<file path="config.mk">
export PLATFORM = sky130hd
export DESIGN_NAME = desc_alloc_top
export DESIGN_NICKNAME = d
export VERILOG_FILES = /design/src/desc_alloc_pkg.sv /design/src/desc_init_seq.sv /design/src/desc_bank_arb.sv /design/src/desc_bank_stack.sv /design/src/desc_alloc_pipe.sv /design/src/desc_cmd_decode.sv /design/src/desc_result.sv /design/src/desc_alloc_top.sv
export VERILOG_INCLUDE_DIRS = /design/src /design/src/src
export SDC_FILE = /design/constraint.sdc
export NUM_CORES = 1
export LEC_CHECK = 0
export BUFFER_PORTS_ARGS = -buffer_cell sky130_fd_sc_hd__buf_2
export CAP_MARGIN = 10
export CORE_ASPECT_RATIO = 2
export CORE_MARGIN = 2
export CORE_UTILIZATION = 45
export CTS_CLUSTER_SIZE = 14
export DETAILED_ROUTE_END_ITERATION = 8
export HOLD_SLACK_MARGIN = 0.06
export MAX_ROUTING_LAYER = met4
export PLACE_DENSITY = 0.7
export RECOVER_POWER = 100
export SLEW_MARGIN = 20
export SYNTH_ARGS = -nofsm -noshare
export SYNTH_HDL_FRONTEND = slang
export SYNTH_HIERARCHICAL = 1
export SYNTH_SLANG_ARGS = --single-unit
</file>
<file path="constraint.sdc">
create_clock -name clk -period 4.8 [get_ports clk]
set_input_delay 0.48 -clock clk [delete_from_list [all_inputs] [get_ports clk]]
set_output_delay 0.48 -clock clk [all_outputs]
set_load 0.03 [all_outputs]
</file>
<file path="src/desc_alloc_params.svh">
// Pool geometry macros for the descriptor allocator, included by the package, RTL and testbench
`ifndef DESC_ALLOC_PARAMS_SVH
`define DESC_ALLOC_PARAMS_SVH

// Number of independent LIFO banks in the pool
`define BANKS_N 4

// Descriptor lines held by each bank
`define BANK_LINES_N 8

// Width of a bank index
// Must cover BANKS_N
`define BANK_ID_W 2

// Width of a line index within one bank
// Must cover BANK_LINES_N
`define LINE_ID_W 3

`endif

</file>
<file path="src/desc_alloc_pkg.sv">
// Shared types for the descriptor allocator; imported by every RTL module that needs them
`include "desc_alloc_params.svh"

package desc_alloc_pkg;

  // Bank index within the pool
  typedef logic [`BANK_ID_W-1:0] bank_id_t;

  // Line index within one bank
  typedef logic [`LINE_ID_W-1:0] line_id_t;

  // Descriptor pointer, bank in the upper bits
  typedef struct packed {
    bank_id_t bank_id;
    line_id_t line_id;
  } desc_ptr_t;

  // One flag per bank
  typedef logic [`BANKS_N-1:0] bank_vec_t;

  // Allocation answer, ok clear means the pool was empty
  typedef struct packed {
    logic      ok;
    desc_ptr_t ptr;
  } alloc_rsp_t;

  // Four-phase channel tracking in the decoder
  typedef enum logic [1:0] {IDLE, WAIT_DONE, WAIT_RELEASE} chan_state_t;

  // Post-reset fill sequencer
  typedef enum logic {FILL, DONE} init_state_t;

endpackage

</file>
<file path="src/desc_init_seq.sv">
// Post-reset sequencer that pushes lines 0 upward into every bank in parallel, busy while filling
`include "desc_alloc_params.svh"

module desc_init_seq import desc_alloc_pkg::*; (
    input  logic     clk
  , input  logic     i_rst_n
  , output logic     o_wen
  , output line_id_t o_wline
  , output logic     o_busy
);

  init_state_t state_q;
  line_id_t    line_q;

  // Walk every line once, then park in DONE until the next reset
  always_ff @(posedge clk or negedge i_rst_n) begin
    if (!i_rst_n) begin
      state_q <= FILL;
      line_q  <= '0;
    end else if (state_q == FILL) begin
      line_q <= line_q + 1'b1;
      // Last line written this cycle
      if (line_q == line_id_t'(`BANK_LINES_N - 1)) begin
        state_q <= DONE;
      end
    end
  end

  // Line number doubles as stack data, depth supplies the address
  assign o_wen   = (state_q == FILL);
  assign o_wline = line_q;
  assign o_busy  = (state_q == FILL);

endmodule

</file>
<file path="src/desc_bank_arb.sv">
// Round-robin picker of the next non-empty bank to pop; priority rotates only on a real pop
`include "desc_alloc_params.svh"

module desc_bank_arb import desc_alloc_pkg::*; (
    input  logic      clk
  , input  logic      i_rst_n
  , input  bank_vec_t i_req
  , input  logic      i_adv
  , output bank_vec_t o_gnt
);

  bank_id_t prio_q;
  bank_id_t gnt_id;

  // Scan from the priority bank upward, wrapping at the top
  always_comb begin : grant_search
    bank_id_t idx;
    logic     found;
    o_gnt  = '0;
    gnt_id = prio_q;
    found  = 1'b0;
    for (int i = 0; i < `BANKS_N; i++) begin
      // Wrap relies on a power-of-two bank count
      idx = bank_id_t'(prio_q + i);
      if (!found && i_req[idx]) begin
        found      = 1'b1;
        gnt_id     = idx;
        o_gnt[idx] = 1'b1;
      end
    end
  end

  // Move priority just past the bank that was popped
  always_ff @(posedge clk or negedge i_rst_n) begin
    if (!i_rst_n) begin
      prio_q <= '0;
    end else if (i_adv) begin
      prio_q <= gnt_id + 1'b1;
    end
  end

endmodule

</file>
<file path="src/desc_bank_stack.sv">
// One bank's LIFO of free line ids; a pop presents the top line on o_rline one cycle later
`include "desc_alloc_params.svh"

module desc_bank_stack import desc_alloc_pkg::*; (
    input  logic     clk
  , input  logic     i_rst_n
  , input  logic     i_push
  , input  logic     i_pop
  , input  line_id_t i_wline
  , output line_id_t o_rline
  , output logic     o_empty
);

  // Depth counts 0 to BANK_LINES_N, one bit wider than a line id
  logic [`LINE_ID_W:0] depth_q;
  line_id_t            mem_q [`BANK_LINES_N];
  line_id_t            wr_idx;
  line_id_t            top_idx;

  // Next free slot and current top entry
  assign wr_idx  = depth_q[`LINE_ID_W-1:0];
  assign top_idx = line_id_t'(depth_q - 1'b1);

  always_ff @(posedge clk or negedge i_rst_n) begin
    if (!i_rst_n) begin
      depth_q <= '0;
    end else if (i_push && !i_pop) begin
      depth_q <= depth_q + 1'b1;
    end else if (i_pop && !i_push) begin
      depth_q <= depth_q - 1'b1;
    end
  end

  // Line storage
  // Overflow is not guarded, no double free in this pool
  always_ff @(posedge clk) begin
    if (i_push && !i_pop) begin
      mem_q[wr_idx] <= i_wline;
    end
  end

  // Registered read of the entry being popped
  always_ff @(posedge clk) begin
    if (i_pop) begin
      o_rline <= mem_q[top_idx];
    end
  end

  assign o_empty = (depth_q == '0);

endmodule

</file>
<file path="src/desc_alloc_pipe.sv">
// Execute stage of the allocator where admission pops a bank and lookup forms the pointer
`include "desc_alloc_params.svh"

module desc_alloc_pipe import desc_alloc_pkg::*; (
    input  logic      clk
  , input  logic      i_rst_n
  , input  logic      i_alloc_go
  , input  logic      i_free_go
  , input  desc_ptr_t i_free_ptr
  , output desc_ptr_t o_lk_ptr
  , output logic      o_empty
  , output logic      o_busy
);

  // Init sequencer
  logic      init_wen;
  line_id_t  init_wline;
  logic      init_busy;

  // Bank steering
  logic      collision;
  bank_vec_t free_bank;
  bank_vec_t pop_req;
  bank_vec_t pop_gnt;
  bank_vec_t bank_push;
  bank_vec_t bank_pop;
  bank_vec_t bank_empty;
  bank_id_t  gnt_id;
  line_id_t  bank_wline;
  line_id_t  bank_rline [`BANKS_N];

  // Admission to lookup registers
  logic      lk_bypass_q;
  desc_ptr_t lk_bypass_ptr_q;
  bank_id_t  lk_bank_q;
  logic      empty_q;

  desc_init_seq desc_init_seq_inst (
      .clk     (clk)
    , .i_rst_n (i_rst_n)
    , .o_wen   (init_wen)
    , .o_wline (init_wline)
    , .o_busy  (init_busy)
  );

  // Alloc and free together send the freed pointer straight back out
  assign collision = i_alloc_go & i_free_go;

  // One-hot of the bank named by the returned pointer
  assign free_bank = bank_vec_t'(1) << i_free_ptr.bank_id;

  // Candidates are non-empty banks other than one being pushed this cycle
  assign pop_req = ~bank_empty & ~({`BANKS_N{i_free_go}} & free_bank);

  desc_bank_arb desc_bank_arb_inst (
      .clk     (clk)
    , .i_rst_n (i_rst_n)
    , .i_req   (pop_req)
    , .i_adv   (i_alloc_go & ~collision)
    , .o_gnt   (pop_gnt)
  );

  // Grant back to a bank index for the lookup stage
  always_comb begin
    gnt_id = '0;
    for (int b = 0; b < `BANKS_N; b++) begin
      if (pop_gnt[b]) begin
        gnt_id = bank_id_t'(b);
      end
    end
  end

  // Init data goes to every bank at once and the freed line otherwise
  assign bank_wline = init_wen ? init_wline : i_free_ptr.line_id;

  for (genvar b = 0; b < `BANKS_N; b++) begin : bank_gen
    // A bypassed free never reaches the stacks
    assign bank_push[b] = init_wen | (i_free_go & free_bank[b] & ~collision);
    assign bank_pop[b]  = i_alloc_go & pop_gnt[b] & ~collision;

    desc_bank_stack desc_bank_stack_inst (
        .clk     (clk)
      , .i_rst_n (i_rst_n)
      , .i_push  (bank_push[b])
      , .i_pop   (bank_pop[b])
      , .i_wline (bank_wline)
      , .o_rline (bank_rline[b])
      , .o_empty (bank_empty[b])
    );
  end

  // Admission records where the line is coming from
  always_ff @(posedge clk or negedge i_rst_n) begin
    if (!i_rst_n) begin
      lk_bypass_q <= 1'b0;
      empty_q     <= 1'b1;
    end else begin
      lk_bypass_q <= collision;
      empty_q     <= &bank_empty;
    end
  end

  // Payload for the lookup stage is loaded only on an allocation
  always_ff @(posedge clk) begin
    if (i_alloc_go) begin
      lk_bank_q <= gnt_id;
    end
    if (collision) begin
      lk_bypass_ptr_q <= i_free_ptr;
    end
  end

  // Lookup picks the bypass pointer or the popped bank's read line
  assign o_lk_ptr = lk_bypass_q ? lk_bypass_ptr_q
                                : desc_ptr_t'{bank_id: lk_bank_q,
                                              line_id: bank_rline[lk_bank_q]};

  assign o_empty = empty_q;
  assign o_busy  = init_busy;

endmodule

</file>
<file path="src/desc_cmd_decode.sv">
// Decode stage: tracks both four-phase channels and issues one-cycle alloc/free operations
module desc_cmd_decode import desc_alloc_pkg::*; (
    input  logic      clk
  , input  logic      i_rst_n
  , input  logic      i_alloc_req
  , input  logic      i_free_req
  , input  desc_ptr_t i_free_ptr
  , input  logic      i_empty
  , input  logic      i_busy
  , output logic      o_alloc_go
  , output logic      o_alloc_fail
  , output logic      o_free_go
  , output desc_ptr_t o_free_ptr
  , output logic      o_alloc_release
  , output logic      o_free_release
);

  chan_state_t alloc_st_q;
  chan_state_t free_st_q;
  desc_ptr_t   free_ptr_q;
  logic        alloc_issue;
  logic        free_issue;

  // Shared channel sequence
  // Accept, issue for one cycle, then wait for req to drop
  function automatic chan_state_t chan_next(chan_state_t st, logic req, logic busy);
    chan_state_t nxt;
    nxt = st;
    case (st)
      IDLE:         if (req && !busy) nxt = WAIT_DONE;
      WAIT_DONE:    nxt = WAIT_RELEASE;
      WAIT_RELEASE: if (!req) nxt = IDLE;
      default:      nxt = IDLE;
    endcase
    return nxt;
  endfunction

  always_ff @(posedge clk or negedge i_rst_n) begin
    if (!i_rst_n) begin
      alloc_st_q <= IDLE;
      free_st_q  <= IDLE;
    end else begin
      alloc_st_q <= chan_next(alloc_st_q, i_alloc_req, i_busy);
      free_st_q  <= chan_next(free_st_q, i_free_req, i_busy);
    end
  end

  // Pointer is stable while req is high, take it on accept
  always_ff @(posedge clk) begin
    if (free_st_q == IDLE && i_free_req && !i_busy) begin
      free_ptr_q <= i_free_ptr;
    end
  end

  assign alloc_issue = (alloc_st_q == WAIT_DONE);
  assign free_issue  = (free_st_q == WAIT_DONE);

  // Empty pool still serves an alloc paired with a free via bypass
  always_ff @(posedge clk or negedge i_rst_n) begin
    if (!i_rst_n) begin
      o_alloc_go   <= 1'b0;
      o_alloc_fail <= 1'b0;
      o_free_go    <= 1'b0;
    end else begin
      o_alloc_go   <= alloc_issue & (~i_empty | free_issue);
      o_alloc_fail <= alloc_issue & i_empty & ~free_issue;
      o_free_go    <= free_issue;
    end
  end

  assign o_free_ptr = free_ptr_q;

  // Client has dropped req, tell the result stage to lower ack
  assign o_alloc_release = (alloc_st_q == WAIT_RELEASE) & ~i_alloc_req;
  assign o_free_release  = (free_st_q == WAIT_RELEASE) & ~i_free_req;

endmodule

</file>
<file path="src/desc_result.sv">
// Result stage: registers the allocation answer and raises or drops both channel acks
module desc_result import desc_alloc_pkg::*; (
    input  logic       clk
  , input  logic       i_rst_n
  , input  logic       i_alloc_go
  , input  logic       i_alloc_fail
  , input  logic       i_free_go
  , input  desc_ptr_t  i_lk_ptr
  , input  logic       i_alloc_release
  , input  logic       i_free_release
  , output logic       o_alloc_ack
  , output alloc_rsp_t o_alloc_rsp
  , output logic       o_free_ack
);

  // Align with the lookup pointer, one cycle behind go
  logic alloc_go_q;
  logic alloc_fail_q;

  always_ff @(posedge clk or negedge i_rst_n) begin
    if (!i_rst_n) begin
      alloc_go_q   <= 1'b0;
      alloc_fail_q <= 1'b0;
      o_alloc_ack  <= 1'b0;
      o_free_ack   <= 1'b0;
    end else begin
      alloc_go_q   <= i_alloc_go;
      alloc_fail_q <= i_alloc_fail;
      if (alloc_go_q || alloc_fail_q) begin
        o_alloc_ack <= 1'b1;
      end else if (i_alloc_release) begin
        o_alloc_ack <= 1'b0;
      end
      if (i_free_go) begin
        o_free_ack <= 1'b1;
      end else if (i_free_release) begin
        o_free_ack <= 1'b0;
      end
    end
  end

  // Response holds until the next allocation completes
  always_ff @(posedge clk) begin
    if (alloc_go_q) begin
      o_alloc_rsp <= '{ok: 1'b1, ptr: i_lk_ptr};
    end else if (alloc_fail_q) begin
      o_alloc_rsp <= '0;
    end
  end

endmodule

</file>
<file path="src/desc_alloc_top.sv">
// Descriptor allocator top: decode, execute and result stages behind two four-phase channels
module desc_alloc_top import desc_alloc_pkg::*; (
    input  logic       clk
  , input  logic       i_rst_n
  , input  logic       i_alloc_req
  , input  logic       i_free_req
  , input  desc_ptr_t  i_free_ptr
  , output logic       o_alloc_ack
  , output alloc_rsp_t o_alloc_rsp
  , output logic       o_free_ack
  , output logic       o_busy
);

  // Decode to execute and result
  logic      alloc_go;
  logic      alloc_fail;
  logic      free_go;
  desc_ptr_t free_ptr;
  logic      alloc_release;
  logic      free_release;

  // Execute back to decode and on to result
  logic      pool_empty;
  logic      busy;
  desc_ptr_t lk_ptr;

  desc_cmd_decode desc_cmd_decode_inst (
      .clk             (clk)
    , .i_rst_n         (i_rst_n)
    , .i_alloc_req     (i_alloc_req)
    , .i_free_req      (i_free_req)
    , .i_free_ptr      (i_free_ptr)
    , .i_empty         (pool_empty)
    , .i_busy          (busy)
    , .o_alloc_go      (alloc_go)
    , .o_alloc_fail    (alloc_fail)
    , .o_free_go       (free_go)
    , .o_free_ptr      (free_ptr)
    , .o_alloc_release (alloc_release)
    , .o_free_release  (free_release)
  );

  desc_alloc_pipe desc_alloc_pipe_inst (
      .clk        (clk)
    , .i_rst_n    (i_rst_n)
    , .i_alloc_go (alloc_go)
    , .i_free_go  (free_go)
    , .i_free_ptr (free_ptr)
    , .o_lk_ptr   (lk_ptr)
    , .o_empty    (pool_empty)
    , .o_busy     (busy)
  );

  desc_result desc_result_inst (
      .clk             (clk)
    , .i_rst_n         (i_rst_n)
    , .i_alloc_go      (alloc_go)
    , .i_alloc_fail    (alloc_fail)
    , .i_free_go       (free_go)
    , .i_lk_ptr        (lk_ptr)
    , .i_alloc_release (alloc_release)
    , .i_free_release  (free_release)
    , .o_alloc_ack     (o_alloc_ack)
    , .o_alloc_rsp     (o_alloc_rsp)
    , .o_free_ack      (o_free_ack)
  );

  assign o_busy = busy;

endmodule

</file>
==> metrics.txt <==
Tmin final roughly 4.4 ns; Netlist cell types 55; Reg clk slew, reported paths about 0.06 ns; drt via density approximately 5.5; M1 wire length ~4500 um; fin cells around 700; Overflow after GRT 0; Finish-stage setup viols 0; Required @ worst endpoint ~5.1 ns; CP Class reg -> reg; sequential fraction of the synthesis area a little over three fifths; n_diodes 0; final setup TNS 0 ns; Max Clk Rate approximately 230 MHz; Worst Path Arrival between 4 and 5 ns; cell area power density between 600 and 700 nW/um^2; Post-CTS Resized 0; Clock Power Share about a quarter; DR WL/cell about 19 um; worst reg2reg setup slack around 0.40 ns; share of layout cells above drive strength 1 between 10% and 20%; maximum fanout along the worst path 9; Post-Syn Instances 467; Root Driver clkbuf_16; measured slew at the worst slew-check pin ~2.0 ns; met3 WL post-DR about 350 um; Slew Limit Fails 36; critical path startpoint category flip-flop; die area ~18,000 sq um; peak supply drop between 200 and 250 uV; max cap viols 1; hold_sp i_free_ptr[3]; Met2 Wirelength 7990 um; Pint approximately 0.0034 W; CP max stage cell mux4_2; Port-buffer cells 17; hold path depth 1; skew final ~0.012 ns; total track usage about 17%; top_reg_cell synth edfxtp_1; dpl cells between 600 and 700; CP peak stage delay between 0.6 and 0.7 ns; hold path endpoint desc_cmd_decode_inst/o_free_ptr[3]; post-synth top area share about half; first-pass GRT wire length about 21,000 um; Core Region 16,200 sq um; Final Power ~0.005 W; status finished with violations; asr flop ratio synth between 20% and 30%; Row Count between 60 and 70; clk buf depth 2; detailed-router iteration count before antenna repair 5; dominant cell type by area after synthesis edfxtp_1; Top Layer Used met4; syn_nets roughly 500; placed standard-cell area approximately 7600 sq um; vias in the first global route 3,969; leakage power between 2 and 3 nW; sw frac roughly 33%; final net count slightly above 500; Detailed Place HPWL between 9000 and 10,000 um; failing checks capacitance limit, slew limit; post-synthesis register bit count roughly 160; Hold Crit Class in -> reg; initial cell density of the core 45.6%; largest net degree at the start of global routing 36; Relative slew margins -32.6%; Sw Pwr about 0.0016 W; Tcrit/Tclk final between 90% and 100%; post-CTS setup repair buffer count 0; CP Cell Sequence inv_1 -> ha_1 -> nor3b_1 -> a31oi_1 -> mux4_2 -> nor2_1 -> a22oi_1 -> o21ai_0 -> and2_1 -> inv_1 -> ha_1 -> or4_1 -> a21oi_1 -> xor2_1; initial antenna violation count 0; syn_area_per_cell about 16 sq um; Hold Fails Final Rpt 0; Starting DRT DRC Count about 230; WP buf/inv 2; Clock Latency Late Sink roughly 0.43 ns; number of synthesized flops with an enable pin 125; gpl congestion around 0.84; Worst Setup End Kind flip-flop; Max H-tree Level 4; drt drc 0; most instantiated cells after synthesis edfxtp_1 (125), dfrtp_1 (34), nor2_1 (30), nand2_1 (25); Routed WL between 10,000 and 15,000 um; Hold-fix buffers, CTS 0; cell area after synthesis roughly 7400 sq um; largest cells by area after synthesis edfxtp_1 (51%), dfrtp_1 (12%), mux4_1 (8.5%); RSZ-0062 raised after global routing no; Reg2Reg Depth 14; CTS buffer count 17; Die Wd roughly 95 um; Ys Warns 6; most common cell in the netlist edfxtp_1; Gate power share 34.3%; remaining antenna violation count after routing 0; sequential share of power ~40%; design area ~8000 sq um; clock sink total 161; DIE HEIGHT 185 um; TritonCTS clock tree done; routed vias 3,839; boundary pin count 18; CP top delay family simple AND/OR/NAND/NOR gates; area grow syn2layout 9.02%
==> routing by layer <==
layer / track usage (%) / vias up
li1: - / 1796
met1: 16.3 / 1924
met2: 31.6 / 91
met3: 4.07 / 28
met4: 7.71 / 0
met5: - / -
==> layout by cell type, fill, tap and decap left out, drive strengths merged, types with 2 or more instances in the layout <==
cell and instances:
a21o 6, a21oi 9, a22oi 8, a31o 2
a31oi 2, and2 11, buf 7, bufinv 2
clkbuf 32, clkinv 4, clkinvlp 4, dfrtp 34
edfxtp 125, ha 20, inv 29, mux2 23
mux2i 9, mux4 28, nand2 25, nand2b 7
nand3b 2, nand4 4, nor2 31, nor2b 3
nor3 8, nor3b 7, nor4b 3, o21ai 11
o22ai 2, or2 3, or4 4, xnor2 7
xor2 16
==> power by group through the flow <==
stage                     Combinational [W]  Sequential [W]  Clock (W)
after floorplan                     0.00152         0.00194          0
after global placement              0.00174         0.00204          0
after global routing                0.00185         0.00205    0.00135
after CTS                           0.00181         0.00203    0.00130
final                               0.00171         0.00201    0.00127
after detailed placement            0.00179         0.00205          0
==> per-stage QoR <==
step                utilization, %  hold slack (ns)  worst slack (ns)
floorplan                        -            0.184             0.995
global placement              46.9            0.341             0.783
detailed placement            46.9            0.335             0.579
CTS                           50.3            0.170             0.571
global route                  49.7            0.206            0.0774
finish                        49.7            0.223             0.402
==> sequential cells by signal, summed over array words and instances (netlist names) <==
name / flops
desc_alloc_pipe_inst/desc_init_seq_inst/state_q: 1
desc_cmd_decode_inst/alloc_st_q: 2
desc_cmd_decode_inst/o_alloc_go: 1
desc_result_inst/alloc_fail_q: 1
desc_alloc_pipe_inst/bank_gen.desc_bank_stack_inst/mem_q: 96
desc_alloc_pipe_inst/lk_bypass_ptr_q: 5
desc_cmd_decode_inst/free_st_q: 2
desc_cmd_decode_inst/o_free_ptr: 5
desc_alloc_pipe_inst/lk_bank_q: 2
desc_alloc_pipe_inst/lk_bypass_q: 1
desc_alloc_pipe_inst/bank_gen.desc_bank_stack_inst/o_rline: 12
desc_alloc_pipe_inst/desc_init_seq_inst/o_wline: 3
desc_result_inst/o_free_ack: 1
desc_cmd_decode_inst/o_free_go: 1
desc_result_inst/o_alloc_rsp: 6
desc_cmd_decode_inst/o_alloc_fail: 1
desc_alloc_pipe_inst/desc_bank_arb_inst/prio_q: 2
desc_alloc_pipe_inst/o_empty: 1
desc_result_inst/o_alloc_ack: 1
desc_alloc_pipe_inst/bank_gen.desc_bank_stack_inst/depth_q: 16
desc_result_inst/alloc_go_q: 1
==> layout make-up <==
class / count / area [sq um]
clock buffers: 22 / 444
clock inverters: 10 / 111
fillers: 1381 / 8140
inverters: 29 / 110
multi-input cells: 258 / 2400
flip-flops and latches: 161 / 4650
well taps: 204 / 255
repair buffers: 17 / 72.6
==> logic make-up (layout without fill, tap and decap cells) <==
kind of cell	after synthesis	after routing	share of synthesized area, %
buf+inv	48	78	3.29
mux	60	60	14.5
xor+xnor	23	23	3.75
fa+ha+maj	20	20	3.39
simple gates	110	110	8.02
compound gates	45	45	3.98
flops	161	161	63.0
==> worst max-delay path by stage <==
| stage | end | slack [ns] | cells after the start |
|---|---|---|---|
| after detailed placement | flip-flop | 0.58 | 14 |
| after global routing | flip-flop | 0.08 | 14 |
| final | flip-flop | 0.40 | 14 |
| after global placement | flip-flop | 0.78 | 15 |
| after floorplan | flip-flop | 0.99 | 18 |
| after CTS | flip-flop | 0.57 | 14 |
No activity file was read; power rests on OpenSTA's default activity.
